--- config.mk ---
export PLATFORM = sky130hd
export DESIGN_NAME = uart_link
export DESIGN_NICKNAME = d
export VERILOG_FILES = /design/src/verilog/uart_pkg.sv /design/src/verilog/uart_link.sv /design/src/verilog/uart_tx_serializer.sv /design/src/verilog/uart_rx_shifter.sv /design/src/verilog/uart_rx_fsm.sv /design/src/verilog/uart_bit_timer.sv
export VERILOG_INCLUDE_DIRS = /design/src /design/src/verilog
export SDC_FILE = /design/constraint.sdc
export NUM_CORES = 1
export LEC_CHECK = 0
export BUFFER_PORTS_ARGS = -buffer_cell sky130_fd_sc_hd__buf_2
export CORE_MARGIN = 2
export CORE_UTILIZATION = 40
export CTS_BUF_LIST = sky130_fd_sc_hd__clkbuf_4 sky130_fd_sc_hd__clkbuf_8 sky130_fd_sc_hd__clkbuf_16
export DETAILED_ROUTE_END_ITERATION = 7
export SYNTH_ARGS = -nofsm -noshare
export SYNTH_HDL_FRONTEND = slang
export SYNTH_SLANG_ARGS = --single-unit
--- constraint.sdc ---
create_clock -name CLK_I -period 4 [get_ports CLK_I]
set_input_delay 0.8 -clock CLK_I [delete_from_list [all_inputs] [get_ports CLK_I]]
set_output_delay 0.8 -clock CLK_I [all_outputs]
set_load 0.03 [all_outputs]
--- src/verilog/uart_config.svh ---
`ifndef UART_CONFIG_SVH
`define UART_CONFIG_SVH

// Serial bit period in system clocks
// 25 MHz / 16 gives 1.5625 Mbaud
// Must be even and at least 4 so mid and last never coincide
`define UART_BIT_CLKS 16

// Flip-flops on the receive line before the FSM sees it
// At least 2
`define UART_SYNC_STAGES 2

`endif
--- src/verilog/uart_pkg.sv ---
package uart_pkg;

	// Receiver states
	typedef enum logic [1:0] {
		RX_IDLE  = 2'd0,
		RX_START = 2'd1,
		RX_DATA  = 2'd2,
		RX_STOP  = 2'd3
	} rx_state_e;

	// One-cycle pulses from a bit timer
	typedef struct packed {
		logic mid;  // Middle of the bit
		logic last; // Final clock of the bit
	} bit_tick_t;

	// Receive FSM to shifter
	typedef struct packed {
		logic shift;   // Take a data bit
		logic commit;  // Stop bit sampled
		logic bit_val; // Sampled line level
	} rx_sample_t;

	// Word handed to the outside
	typedef struct packed {
		logic [7:0] data;
		logic       frame_err;
	} rx_word_t;

endpackage

--- src/verilog/uart_link.sv ---
module uart_link (
	input  logic               CLK_I,
	input  logic               RST_I,
	input  logic               rx_line,
	output uart_pkg::rx_word_t rx_word,
	output logic               rx_valid,
	input  logic               rx_ready,
	output logic               rx_overrun,
	input  logic [7:0]         tx_data,
	input  logic               tx_valid,
	output logic               tx_ready,
	output logic               tx_line
);

	uart_pkg::rx_sample_t rx_sample;

	uart_rx_fsm rx_fsm_inst (
		.CLK_I   (CLK_I),
		.RST_I   (RST_I),
		.rx_line (rx_line),
		.sample  (rx_sample)
	);

	uart_rx_shifter rx_shifter_inst (
		.CLK_I      (CLK_I),
		.RST_I      (RST_I),
		.sample     (rx_sample),
		.rx_word    (rx_word),
		.rx_valid   (rx_valid),
		.rx_ready   (rx_ready),
		.rx_overrun (rx_overrun)
	);

	uart_tx_serializer tx_serializer_inst (
		.CLK_I    (CLK_I),
		.RST_I    (RST_I),
		.tx_data  (tx_data),
		.tx_valid (tx_valid),
		.tx_ready (tx_ready),
		.tx_line  (tx_line)
	);

endmodule

--- src/verilog/uart_tx_serializer.sv ---
module uart_tx_serializer (
	input  logic       CLK_I,
	input  logic       RST_I,
	input  logic [7:0] tx_data,
	input  logic       tx_valid,
	output logic       tx_ready,
	output logic       tx_line
);

	localparam int FRAME_BITS = 10;
	localparam logic [3:0] LAST_BIT = 4'(FRAME_BITS - 1);

	logic                busy_q;
	logic [9:0]          frame_q;
	logic [3:0]          bit_cnt_q;
	logic                accept;
	uart_pkg::bit_tick_t tick;

	assign tx_ready = !busy_q;
	assign accept   = tx_valid && tx_ready;

	// Frame goes out from bit 0 and ones fill in from the top
	always_ff @(posedge CLK_I) begin
		if (RST_I) begin
			busy_q    <= 1'b0;
			frame_q   <= '1;
			bit_cnt_q <= '0;
		end else if (accept) begin
			busy_q    <= 1'b1;
			frame_q   <= {1'b1, tx_data, 1'b0}; // Stop, data, start
			bit_cnt_q <= '0;
		end else if (busy_q && tick.last) begin
			frame_q <= {1'b1, frame_q[9:1]};
			if (bit_cnt_q == LAST_BIT) begin
				busy_q    <= 1'b0;
				bit_cnt_q <= '0;
			end else begin
				bit_cnt_q <= bit_cnt_q + 1'b1;
			end
		end
	end

	assign tx_line = frame_q[0];

	uart_bit_timer tx_timer_inst (
		.CLK_I (CLK_I),
		.RST_I (RST_I),
		.run   (busy_q),
		.tick  (tick)
	);

	a_idle_high: assert property (
		@(posedge CLK_I) disable iff (RST_I)
		tx_ready |-> tx_line
	) else $error("tx_line low while serializer idle");

	a_start_follows_accept: assert property (
		@(posedge CLK_I) disable iff (RST_I)
		accept |=> (!tx_line && !tx_ready)
	) else $error("start bit did not follow an accepted byte");

endmodule

--- src/verilog/uart_rx_shifter.sv ---
module uart_rx_shifter (
	input  logic                 CLK_I,
	input  logic                 RST_I,
	input  uart_pkg::rx_sample_t sample,
	output uart_pkg::rx_word_t   rx_word,
	output logic                 rx_valid,
	input  logic                 rx_ready,
	output logic                 rx_overrun
);

	logic [7:0] asm_q;
	logic       word_free;

	// LSB arrives first and ends up in bit 0 after eight shifts
	always_ff @(posedge CLK_I) begin
		if (sample.shift)
			asm_q <= {sample.bit_val, asm_q[7:1]};
	end

	assign word_free = !rx_valid;

	always_ff @(posedge CLK_I) begin
		if (sample.commit && word_free) begin
			rx_word.data      <= asm_q;
			rx_word.frame_err <= !sample.bit_val; // Stop bit must be high
		end
	end

	always_ff @(posedge CLK_I) begin
		if (RST_I) begin
			rx_valid   <= 1'b0;
			rx_overrun <= 1'b0;
		end else begin
			if (sample.commit && word_free)
				rx_valid <= 1'b1;
			else if (rx_valid && rx_ready)
				rx_valid <= 1'b0;

			if (sample.commit && !word_free)
				rx_overrun <= 1'b1; // Sticky until reset
		end
	end

	a_word_held: assert property (
		@(posedge CLK_I) disable iff (RST_I)
		(rx_valid && !rx_ready) |=> (rx_valid && $stable(rx_word))
	) else $error("received word changed before it was accepted");

endmodule

--- src/verilog/uart_rx_fsm.sv ---
`include "uart_config.svh"

module uart_rx_fsm (
	input  logic                 CLK_I,
	input  logic                 RST_I,
	input  logic                 rx_line,
	output uart_pkg::rx_sample_t sample
);

	localparam int SYNC_N = `UART_SYNC_STAGES;

	logic [SYNC_N-1:0]   sync_q;
	logic                line_s;
	logic                line_prev_q;
	logic                line_fall;
	uart_pkg::rx_state_e state_q;
	logic [2:0]          bit_idx_q;
	logic                timer_run;
	uart_pkg::bit_tick_t tick;

	// Line idles high, so the synchronizer resets to ones
	always_ff @(posedge CLK_I) begin
		if (RST_I) begin
			sync_q      <= '1;
			line_prev_q <= 1'b1;
		end else begin
			sync_q      <= {sync_q[SYNC_N-2:0], rx_line};
			line_prev_q <= line_s;
		end
	end

	assign line_s    = sync_q[SYNC_N-1];
	assign line_fall = line_prev_q && !line_s;

	always_ff @(posedge CLK_I) begin
		if (RST_I) begin
			state_q   <= uart_pkg::RX_IDLE;
			bit_idx_q <= '0;
		end else begin
			case (state_q)
				uart_pkg::RX_IDLE: begin
					if (line_fall)
						state_q <= uart_pkg::RX_START;
				end
				uart_pkg::RX_START: begin
					if (tick.mid && line_s) begin
						state_q <= uart_pkg::RX_IDLE; // Glitch, not a start bit
					end else if (tick.last) begin
						state_q   <= uart_pkg::RX_DATA;
						bit_idx_q <= '0;
					end
				end
				uart_pkg::RX_DATA: begin
					if (tick.last) begin
						bit_idx_q <= bit_idx_q + 1'b1;
						if (bit_idx_q == 3'd7)
							state_q <= uart_pkg::RX_STOP;
					end
				end
				uart_pkg::RX_STOP: begin
					// Leave at mid-bit to catch a back-to-back start edge
					if (tick.mid)
						state_q <= uart_pkg::RX_IDLE;
				end
				default: state_q <= uart_pkg::RX_IDLE;
			endcase
		end
	end

	assign timer_run = (state_q != uart_pkg::RX_IDLE);

	uart_bit_timer rx_timer_inst (
		.CLK_I (CLK_I),
		.RST_I (RST_I),
		.run   (timer_run),
		.tick  (tick)
	);

	assign sample.shift   = (state_q == uart_pkg::RX_DATA) && tick.mid;
	assign sample.commit  = (state_q == uart_pkg::RX_STOP) && tick.mid;
	assign sample.bit_val = line_s;

	// Sampled bit began inside RX_DATA
	a_shift_in_data: assert property (
		@(posedge CLK_I) disable iff (RST_I)
		sample.shift |-> ($past(state_q, `UART_BIT_CLKS / 2) == uart_pkg::RX_DATA)
	) else $error("shift issued outside RX_DATA");

endmodule

--- src/verilog/uart_bit_timer.sv ---
`include "uart_config.svh"

module uart_bit_timer (
	input  logic                CLK_I,
	input  logic                RST_I,
	input  logic                run,
	output uart_pkg::bit_tick_t tick
);

	localparam int CNT_W = $clog2(`UART_BIT_CLKS);
	localparam logic [CNT_W-1:0] MID_CNT  = CNT_W'(`UART_BIT_CLKS / 2);
	localparam logic [CNT_W-1:0] LAST_CNT = CNT_W'(`UART_BIT_CLKS - 1);

	logic [CNT_W-1:0] count_q;

	always_ff @(posedge CLK_I) begin
		if (RST_I) begin
			count_q <= '0;
		end else if (!run) begin
			count_q <= '0; // Restart on every new bit sequence
		end else if (count_q == LAST_CNT) begin
			count_q <= '0;
		end else begin
			count_q <= count_q + 1'b1;
		end
	end

	// Count may still be nonzero in the cycle run drops
	assign tick.mid  = run && (count_q == MID_CNT);
	assign tick.last = run && (count_q == LAST_CNT);

	a_ticks_exclusive: assert property (
		@(posedge CLK_I) disable iff (RST_I)
		!(tick.mid && tick.last)
	) else $error("bit timer raised mid and last in one cycle");

endmodule

== After elaboration in Yosys (flattened, before gate mapping) ==
Index checks and enable logic that the tools add are counted.
Widths: inputs -> output; s select.
Word-level totals
  flip-flop bits (word level): 49
  word-level logic and storage cells: 81
  output and inout port bits: 13
Cells by class
  equal/unequal tests: 15
  add/subtract/negate cells: 4
  reduce and logical (&&, ||, !) cells: 27
  mux-type cells: 19
  bitwise gates (word level): 2
Operators with widths (count)
  $mux 9: 2
  $eq 4x4->1 const B: 4
  $add 4x1->4 const B: 3
  $logic_and 1x1->1: 12
  $mux 2: 6
  $reduce_bool 2->1: 5
  $mux 3: 3
  $pmux 2 s4: 1
  $ne 2x1->1 const B: 3
  $ne 2x2->1 const B: 3
  $pmux 3 s2: 1
  $reduce_or 3->1: 2
  $mux 1: 5
  $reduce_and 5->1: 1
  $eq 2x2->1 const B: 2
  $mux 4: 1
  $reduce_and 4->1: 1
  $add 3x1->3 const B: 1
  $eq 3x3->1 const B: 1
  $logic_not 1->1: 3
  $ne 3x2->1 const B: 1
  $eq 2x1->1 const B: 1
  $logic_not 2->1: 1
  $not 1->1: 2
  2 further kinds: 2

== Longest topological paths before layout ==
Gate-level depths: netlist of run 1.
  depth in word-level cells: 5
  gate-level depth with buffers: 5
  gate-level depth less buffers: 5

== Hierarchy ==
Synthesis of run 1 repeated with hierarchy kept, for this count alone.
Unflattened totals
  cells, all modules: 176
  area total of the unflattened synthesis: 1999.4 µm²
Modules (own cells, without submodules)
  uart_tx_serializer: times used 1, cells an instance 64, area an instance 586.8 µm², sequential area each 280.3 µm²
  uart_rx_shifter: times used 1, cells an instance 25, area an instance 583.1 µm², sequential area each 550.5 µm²
  uart_rx_fsm: times used 1, cells an instance 45, area an instance 431.7 µm², sequential area each 160.2 µm²
  uart_bit_timer: times used 2, cells an instance 21, area an instance 198.9 µm², sequential area each 80.1 µm²

== Worst setup path before layout of run 1 ==
OpenSTA, ideal clock, no wires.
  kind: input -> register
  from: input tx_valid
  to: register tx_serializer_inst.frame_q[8]
  library setup time: 123 ps
  path slack: 2385 ps
  required time: 3877 ps
  arrival: 1491 ps
  stages: 4
  cell sequence: nor2b_1 -> buf_2 -> mux2i_1 -> nand3_1
On the way
  word-level cells in the longest chain between the ends: 2
  elaborated cells on any way between the ends: 3
  classes of those cells: mux (1); reduce/logical (2)
RTL lines
  start, declared: RTL line uart_link.sv:10  | input logic tx_valid,
  $logic_and 1x1->1 (*): RTL line uart_tx_serializer.sv:20  | assign accept = tx_valid && tx_ready;
  $mux 9 / $reduce_bool 2->1 (equally long branches)
  end signal, assigned: RTL line uart_tx_serializer.sv:30  | frame_q <= {1'b1, tx_data, 1'b0};
  end signal, assigned: RTL line uart_tx_serializer.sv:33  | frame_q <= {1'b1, frame_q[9:1]};
  end, declared: RTL line uart_tx_serializer.sv:14  | logic [9:0] frame_q;
Mark *: on every way between the ends. The rest lies on a longest branch, timed or not.
A chain may end at the register's enable or synchronous reset.

== Worst setup path in the final report of run 1 ==
  from: input tx_valid
  to: register tx_serializer_inst.frame_q[5]
The elaborated chain is that of the path after synthesis.

==> results of run 1 <==
[metal layers]
layer  part of all wire, %  track usage (%)
met1                    44             16.0
met2                    52             24.1
met3                   3.6             3.02
met4                  0.45             6.17
met5                     0                0
[synth_stat cells]
cell type,count,area (um2)
nand4_2,1,12.5
mux2i_1,1,10.0
nand3_1,6,30.0
nand4_1,2,12.5
a22oi_1,2,15.0
and2_1,1,6.26
and4_1,1,8.76
a221oi_1,7,61.3
nor3b_1,1,7.51
a211oi_1,3,22.5
or2_0,1,6.26
a21oi_1,3,15.0
buf_4,1,7.51
a2111oi_2,1,15.0
edfxtp_1,17,510
nand2b_1,2,12.5
xnor2_1,3,26.3
o21ai_0,9,45.0
inv_1,20,75.1
o311ai_0,1,8.76
dfxtp_1,32,641
a311oi_1,3,26.3
buf_2,2,10.0
ha_1,5,62.6
nand2_1,6,22.5
inv_2,1,3.75
or3_1,1,6.26
o31ai_1,2,15.0
nor2b_1,7,43.8
or2_2,3,18.8
and3_1,2,12.5
nor3_1,2,10.0
nor2_1,12,45.0
nand3b_1,2,15.0
and4b_1,1,10.0
a31oi_1,1,6.26
or4_1,1,7.51
o32ai_1,3,26.3
xor2_1,2,17.5
clkbuf_1,3,11.3
[where the power goes]
group          internal [W]  switching, W  total (W)
clock              0.000252      0.000162   0.000413
combinational     0.0000152     0.0000223  0.0000375
sequential         0.000522    0.00000824   0.000530
total              0.000788      0.000192   0.000981
[area by class of cell]
class | count | area, um2
well taps | 54 | 67.6
repair buffers | 25 | 125
flip-flops and latches | 49 | 1150
clock inverters | 3 | 68.8
multi-input cells | 98 | 661
fillers | 421 | 2440
inverters | 21 | 78.8
clock buffers | 5 | 68.8
[critical path: cells and delay by family]
family	cells	cell delay (ps)
AO/OA/AOI/OAI	1	140
buffers and inverters	1	90
AND/OR/NAND/NOR	2	1110
[logic make-up (layout without fill, tap and decap cells)]
group,Yosys count,in the layout,synth area share (%)
simple gates,52,52,15.0
flops,49,49,60.0
compound gates,35,35,13.4
buf+inv,27,54,5.61
fa+ha+maj,5,5,3.26
xor+xnor,5,5,2.28
mux,1,1,0.522
[final timing paths]
path	start	end	slack [ps]	cells past startpoint
min reg2reg	rx_fsm_inst.sync_q[0]$_SDFF_PP1_	rx_fsm_inst.sync_q[1]$_SDFF_PP1_	440	1
max reg2reg	rx_fsm_inst.rx_timer_inst.count_q[0]$_SDFF_PP0_	rx_shifter_inst.asm_q[1]$_DFFE_PP_	2150	4
min	rx_fsm_inst.sync_q[0]$_SDFF_PP1_	rx_fsm_inst.sync_q[1]$_SDFF_PP1_	440	1
max	tx_valid	tx_serializer_inst.frame_q[5]$_SDFFE_PP1P_	2030	4
[sequential cells by signal, indices dropped and copies added, names as in the netlist, named ones only]
register / cells
tx_serializer_inst.bit_cnt_q: 4
tx_serializer_inst.tx_timer_inst.count_q: 4
rx_fsm_inst.state_q: 1
rx_shifter_inst.rx_word: 9
rx_shifter_inst.rx_valid: 1
rx_fsm_inst.rx_timer_inst.count_q: 4
rx_shifter_inst.asm_q: 8
rx_shifter_inst.rx_overrun: 1
rx_fsm_inst.line_prev_q: 1
rx_fsm_inst.bit_idx_q: 3
tx_serializer_inst.busy_q: 1
tx_serializer_inst.frame_q: 9
rx_fsm_inst.sync_q: 2
[per-stage QoR]
step	util, %	hold slack (ps)	instance area [um2]
global placement	44.7	411	2080
CTS	47.7	452	2220
floorplan	-	389	1920
global route	47.7	465	2220
detailed placement	44.7	414	2080
finish	47.7	438	2220
==> metrics, run 1 <==
unrepaired setup endpoints after global routing no; share of layout cells above drive strength 1 19.4%; Starting Density 41.2%; die area 5370 um2; total CTS buffers 5; Pwr Total 0.000981 W; drt first pass iters 4; largest net degree at the start of global routing 25; Non-Filler Instances 255; number of hold buffers added after cts 0; worst vdd ir 0.000205 V; row cnt 25; Worst-Skew Late Latency 300 ps; Setup Buffers After CTS 0; Hold Crit Class flop to flop; commonest non-fill, non-tap cell in the layout dfxtp_1; WL final 3330 um; Synth Net Count 192; crit path max fanout 14; fin. max-slew vios 0; Clock Path Buffers 2; Pleak 0.885 nW; Worst path max stage delay 760 ps; outcome completed; n_diodes 0; clock skew 7.49 ps; GR Util All Layers 13.8%; Die Ht 73.3 um; synth unique cells 40; Yosys reg bits 49; Max-slew headroom 35.7%; htree depth 2; YS warnings 0; Post-layout nets 218; Avg Cell Area, Syn 11.0 um2; Place WS 1710 ps; dpl cells 247; clock slew at the register clock pins of the worst setup and hold paths 90 ps; total number of vias 1,333; Critical Path Sink Type flop; clk sinks 49; Synth-to-Final Area Change 15.7%; commonest cells after routing, fill and taps aside 32 x dfxtp_1, 25 x buf_2, 20 x inv_1, 17 x edfxtp_1, 12 x nor2_1; slowest CP cell nor2b_1; max_cap viols 0; power per cell area 442 nW/um2; first-pass GRT wire length 5700 um; CP Class input port to flop; CP arrival 2140 ps; dpl hpwl 2320 um; Setup Viol. Count Final 0; DR DRC count 0; Synth Cell Area 1920 um2; CP Launch Type input port; Period Utilization, post-route 49.2%; grt total ovfl 0; sequential share of the synthesized area 60.0%; Max Fclk 508 MHz; I/O Buffers 25; crit-path cells buf_2 -> nor2b_1 -> or2_0 -> o21ai_0; Critical Path RT 4170 ps; CTS tree done; Post-DRT Antenna Nets 0; vias in the first global route 1,293; Placeable Area 4660 um2; final hold vios 0; synthesized instance count 174; root buf cell clkbuf_8; DR WL/cell 13.1 um; routability cong. 0.734; Die W 73.3 um; Setup TNS 0 ps; Worst Max-Slew Pin Slew 962 ps; Final WS setup 2030 ps; Via density 5.23; Initial DRC Count 59; initial antenna violation count 0; Post-CTS Resized 0; Final Critical Period 1970 ps; num ports 26
No activity file was read; power rests on OpenSTA's default activity.
==> inputs of run 2 (changes only) <==
- ABC_AREA: not set -> 1
- clock period: 4 -> 2 ns (I/O delays scaled with it)
==> metrics, run 2 <==
outcome completed; synth unique cells 32 (-20%); Post-layout nets 251 (+15%); Avg Cell Area, Syn 9.67 um2 (-12%); Starting Density 41.4% (+0.17 points); Pwr Total 0.00174 W (+77%); root buf cell clkbuf_8; vias in the first global route 1,197 (-7.4%); commonest non-fill, non-tap cell in the layout nand2_1; largest area contributor in the netlist dfxtp_1; Critical Path RT 1980 ps (-2190 ps); Main synth FF type dfxtp_1; final hold vios 0 (unchanged); Pleak 0.981 nW (+11%); DR DRC count 0 (unchanged); Die Ht 73.9 um (+0.83%); CP Class flop to flop; sequential share of the synthesized area 58.9% (-1.0 points); total CTS buffers 5 (unchanged); Final Critical Period 1660 ps; count leader, synth nand2_1; unrepaired setup endpoints after global routing no; share of layout cells above drive strength 1 25.6% (+6.2 points); Die W 73.9 um (+0.83%); YS warnings 0 (unchanged); Placeable Area 4720 um2 (+1.3%); clock skew 8.10 ps (+0.606 ps); commonest cells after routing, fill and taps aside 37 x nand2_1, 32 x dfxtp_1, 25 x buf_2, 22 x inv_1, 22 x nor2_1; Hold WS 279 ps (-159 ps); biggest regs rx_shifter_inst.rx_word: 9 flops, tx_serializer_inst.frame_q: 9 flops, rx_shifter_inst.asm_q: 8 flops; Place WS 328 ps (-1380 ps); CTS tree done; Clock Path Buffers 2 (unchanged); CP arrival 1650 ps (-490 ps); most used cell along the critical path inv_1; Max Fclk 601 MHz; initial antenna violation count 0 (unchanged); Initial DRC Count 79 (+34%); # fillers 459 (+9.0%); Max-slew headroom 72.5% (+37 points); CP Launch Type flop; Critical Path Sink Type flop; Setup Buffers After CTS 0 (unchanged); Hold Crit Class input port to flop; Final WS setup 336 ps (-1700 ps); Post-synth EDFFs 17 (unchanged); GR Util All Layers 12.3% (-1.5 points); total number of vias 1,333 (unchanged); Synth Net Count 220 (+15%); power per cell area 772 nW/um2 (+75%); synthesized instance count 202 (+16%); Post-CTS Resized 0 (unchanged); clock slew at the register clock pins of the worst setup and hold paths 100 ps (about the same); worst vdd ir 0.000267 V (+30%); die area 5460 um2 (+1.7%); list of most frequent post-synthesis cells 37 x nand2_1, 32 x dfxtp_1, 22 x inv_1, 22 x nor2_1, 17 x edfxtp_1; htree depth 2 (unchanged); row cnt 25 (unchanged); Reg area 1150 um2 (unchanged); largest net degree at the start of global routing 18 (-28%); Post-DRT Antenna Nets 0 (unchanged); Synth-to-Final Area Change 15.5%; crit path max fanout 9 (-5); I/O Buffers 25 (unchanged); fin. max-slew vios 0 (unchanged); ys async rst share 0% (unchanged); WL final 3040 um (-8.8%); Setup Viol. Count Final 0 (unchanged); Setup TNS 0 ps (unchanged); Worst-Skew Late Latency 300 ps (about the same); clk sinks 49 (unchanged); Via density 4.43 (-15%); dpl hpwl 2240 um (-3.4%); crit-path cells inv_1 -> ha_1 -> nand3_2 -> nor3_2 -> inv_1 -> or2_1 -> inv_1; synth top area cells dfxtp_1 33%, edfxtp_1 26%, nand2_1 7.1%; slowest CP cell dfxtp_1; Worst Max-Slew Pin Slew 413 ps (-549 ps); Synth top area share 32.8% (-0.58 points); drt first pass iters 4 (unchanged); number of hold buffers added after cts 0 (unchanged); grt total ovfl 0 (unchanged); Period Utilization, post-route 83.2%; Worst path max stage delay 340 ps (-420 ps); DR WL/cell 10.1 um (-23%); Synth Cell Area 1950 um2 (+1.8%); n_diodes 0 (unchanged); routability cong. 0.749 (+2.1%); max_cap viols 0 (unchanged); Yosys reg bits 49 (unchanged); num ports 26 (unchanged); area of the multi-input gates 683 um2 (+3.4%); first-pass GRT wire length 5050 um (-11%)
==> run 2: cell count changes in the layout (fill, tap and decap cells not counted), moves of 5 or more <==
cell and change:
o21ai_0 -8, nand3_1 +5, a21oi_1 +5, nand2_1 +31, nor2b_1 -7, a221oi_1 -7
nor2_1 +10, inv_2 +5
==> run 2: worst paths after layout <==
path | to | from | depth (start not counted) | slack (ps)
max | rx_shifter_inst.rx_word[3]$_DFFE_PP_ | rx_fsm_inst.rx_timer_inst.count_q[0]$_SDFF_PP0_ | 7 | 340
min | rx_fsm_inst.sync_q[0]$_SDFF_PP1_ | rx_line | 2 | 280
max reg2reg | rx_shifter_inst.rx_word[3]$_DFFE_PP_ | rx_fsm_inst.rx_timer_inst.count_q[0]$_SDFF_PP0_ | 7 | 340
min reg2reg | rx_fsm_inst.sync_q[1]$_SDFF_PP1_ | rx_fsm_inst.sync_q[0]$_SDFF_PP1_ | 1 | 410
==> run 2: logic make-up (layout without fill, tap and decap cells) <==
| group | count (synthesis) | in the layout | share of synthesized area (%) |
|---|---|---|---|
| compound gates | 22 | 22 | 7.50 |
| simple gates | 93 | 93 | 23.4 |
| buf+inv | 31 | 63 | 6.09 |
| xor+xnor | 2 | 2 | 0.897 |
| flops | 49 | 49 | 58.9 |
| fa+ha+maj | 5 | 5 | 3.20 |
==> run 2: final cells by class <==
type,instances,area share (%)
Clock buffer,5,3.05
Clock inverter,3,1.11
Inverter,29,4.94
Multi-Input combinational cell,122,30.3
Sequential cell,49,51.0
Tap cell,67,3.72
Timing Repair Buffer,26,5.88
==> run 2: through the flow <==
stage               utilization, %  cell area (um2)  std cells
floorplan                        -             1950        202
global placement              45.8             2160        293
detailed placement            45.8             2160        293
CTS                           47.8             2260        301
global route                  47.8             2260        301
finish                        47.8             2260        301
==> run 2: per-layer routing <==
metal,wire [um],global-route usage [%],vias up
met5,0,0,-
met4,50,4.85,0
met3,117,4.12,5
met2,1300,18.8,25
met1,1570,16.0,581
li1,-,-,722
==> run 2: critical path: cells and delay by family (launching register included) <==
kind          cells  cell delay (ps)
fa+ha+maj         1              150
flops             1              340
simple gates      3              490
buf+inv           3              350
==> run 2: power breakdown <==
group | switching [W] | internal, W | total (W)
registers | 0.0000114 | 0.00104 | 0.00106
logic | 0.0000609 | 0.0000351 | 0.0000961
clock network | 0.000337 | 0.000253 | 0.000590
==> inputs of run 3 (changes only) <==
- ABC_AREA: 1 -> 0
- clock period: 2 -> 1.65 ns (I/O delays scaled with it)
==> metrics, run 3 (synthesis results as in run 1) <==
commonest cells after routing, fill and taps aside 32 x dfxtp_1, 25 x buf_2, 19 x inv_1, 17 x edfxtp_1, 12 x nor2_1; GR Util All Layers 13.4% (+1.1 points); drt first pass iters 4 (unchanged); dpl hpwl 2500 um (+12%); Via density 5.15 (+16%); CP Class flop to flop; clk sinks 49 (unchanged); DR WL/cell 12.6 um (+25%); unrepaired setup endpoints after global routing no; clock skew 11.0 ps (+2.92 ps); Synth-to-Final Area Change 17.7%; I/O Buffers 25 (unchanged); Pleak 0.909 nW (-7.4%); Die Ht 73.3 um (-0.82%); Final WS setup 116 ps (-220 ps); Setup Buffers After CTS 0 (unchanged); Placeable Area 4660 um2 (-1.3%); fin. max-slew vios 0 (unchanged); Post-DRT Antenna Nets 0 (unchanged); WL final 3330 um (+9.8%); CP arrival 1740 ps (+90 ps); biggest regs rx_shifter_inst.rx_word: 9 flops, tx_serializer_inst.frame_q: 9 flops, rx_shifter_inst.asm_q: 8 flops; Hold Crit Class input port to flop; initial antenna violation count 0 (unchanged); Max Fclk 652 MHz (+8.4%); Non-Filler Instances 264 (-12%); final hold vios 0 (unchanged); power per cell area 926 nW/um2 (+20%); Critical Path Sink Type flop; CTS tree done; Period Utilization, post-route 93.0% (+9.8 points); Initial DRC Count 75 (-5.1%); share of layout cells above drive strength 1 23.8% (-1.8 points); max_cap viols 0 (unchanged); Post-layout nets 227 (-9.6%); worst vdd ir 0.000329 V (+23%); Critical Path RT 1850 ps (-130 ps); commonest non-fill, non-tap cell in the layout dfxtp_1; n_diodes 0 (unchanged); Starting Density 41.2% (-0.17 points); outcome completed; grt total ovfl 0 (unchanged); Util after Layout 48.5% (+0.69 points); largest net degree at the start of global routing 18 (unchanged); Max-slew headroom 73.0% (+0.57 points); Worst Max-Slew Pin Slew 404 ps (-8.85 ps); routability cong. 0.771 (+2.8%); die area 5370 um2 (-1.6%); Final Critical Period 1530 ps (-130 ps); total CTS buffers 5 (unchanged); Setup TNS 0 ps (unchanged); Clock Path Buffers 2 (unchanged); Post-CTS Resized 0 (unchanged); num ports 26 (unchanged); row cnt 25 (unchanged); clock slew at the register clock pins of the worst setup and hold paths 100 ps (about the same); CP Launch Type flop; total number of vias 1,360 (+2.0%); first-pass GRT wire length 5550 um (+9.8%); dpl cells 256 (-13%); Setup Viol. Count Final 0 (unchanged); number of hold buffers added after cts 0 (unchanged); Worst-Skew Late Latency 300 ps (about the same); root buf cell clkbuf_8; vias in the first global route 1,325 (+11%); crit path max fanout 3 (-6); Die W 73.3 um (-0.82%); DR DRC count 0 (unchanged); htree depth 2 (unchanged); Place WS 75.3 ps (-252 ps)
[run 3: critical path, stage by stage (launching register included)]
cell and delay, ps:
dfxtp_1 370, ha_1 170, buf_4 120, nand4_2 90, or4_1 420, a211oi_1 270
[run 3: layout make-up]
type,instances,area [um2]
clock buffers,5,68.8
clock inverters,3,25.0
fillers,428,2400
inverters,21,78.8
multi-input cells,98,662
flip-flops and latches,49,1150
well taps,54,67.6
repair buffers,34,205
[run 3: where the power goes]
group          switching [W]  internal, W
Combinational      0.0000578    0.0000440
Sequential         0.0000172      0.00126
Clock               0.000400     0.000306
[run 3: worst paths after layout]
check	from	to	slack [ps]	cells after the start
setup / recovery	tx_serializer_inst.tx_timer_inst.count_q[0]$_SDFF_PP0_	tx_serializer_inst.bit_cnt_q[2]$_SDFFE_PP0P_	120	5
hold reg to reg	rx_shifter_inst.asm_q[0]$_DFFE_PP_	rx_shifter_inst.rx_word[1]$_DFFE_PP_	440	0
hold / removal	rx_line	rx_fsm_inst.sync_q[0]$_SDFF_PP1_	210	2
setup reg to reg	tx_serializer_inst.tx_timer_inst.count_q[0]$_SDFF_PP0_	tx_serializer_inst.bit_cnt_q[2]$_SDFFE_PP0P_	120	5
[run 3: stage by stage]
stage / instance area, um2 / hold slack, ps / total power, W
after global routing: 2260 / 209 / 0.00218
after detailed placement: 2160 / 401 / 0.00141
after CTS: 2260 / 211 / 0.00211
after global placement: 2160 / 410 / 0.00141
after floorplan: 1920 / 389 / 0.00137
final: 2260 / 212 / 0.00209
[run 3: per-layer routing]
layer	global-route usage [%]	up-vias	routed length, um
met5	0	-	0
met4	6.58	0	48
met3	3.43	6	116
met2	22.6	24	1660
met1	15.7	637	1500
li1	-	693	-
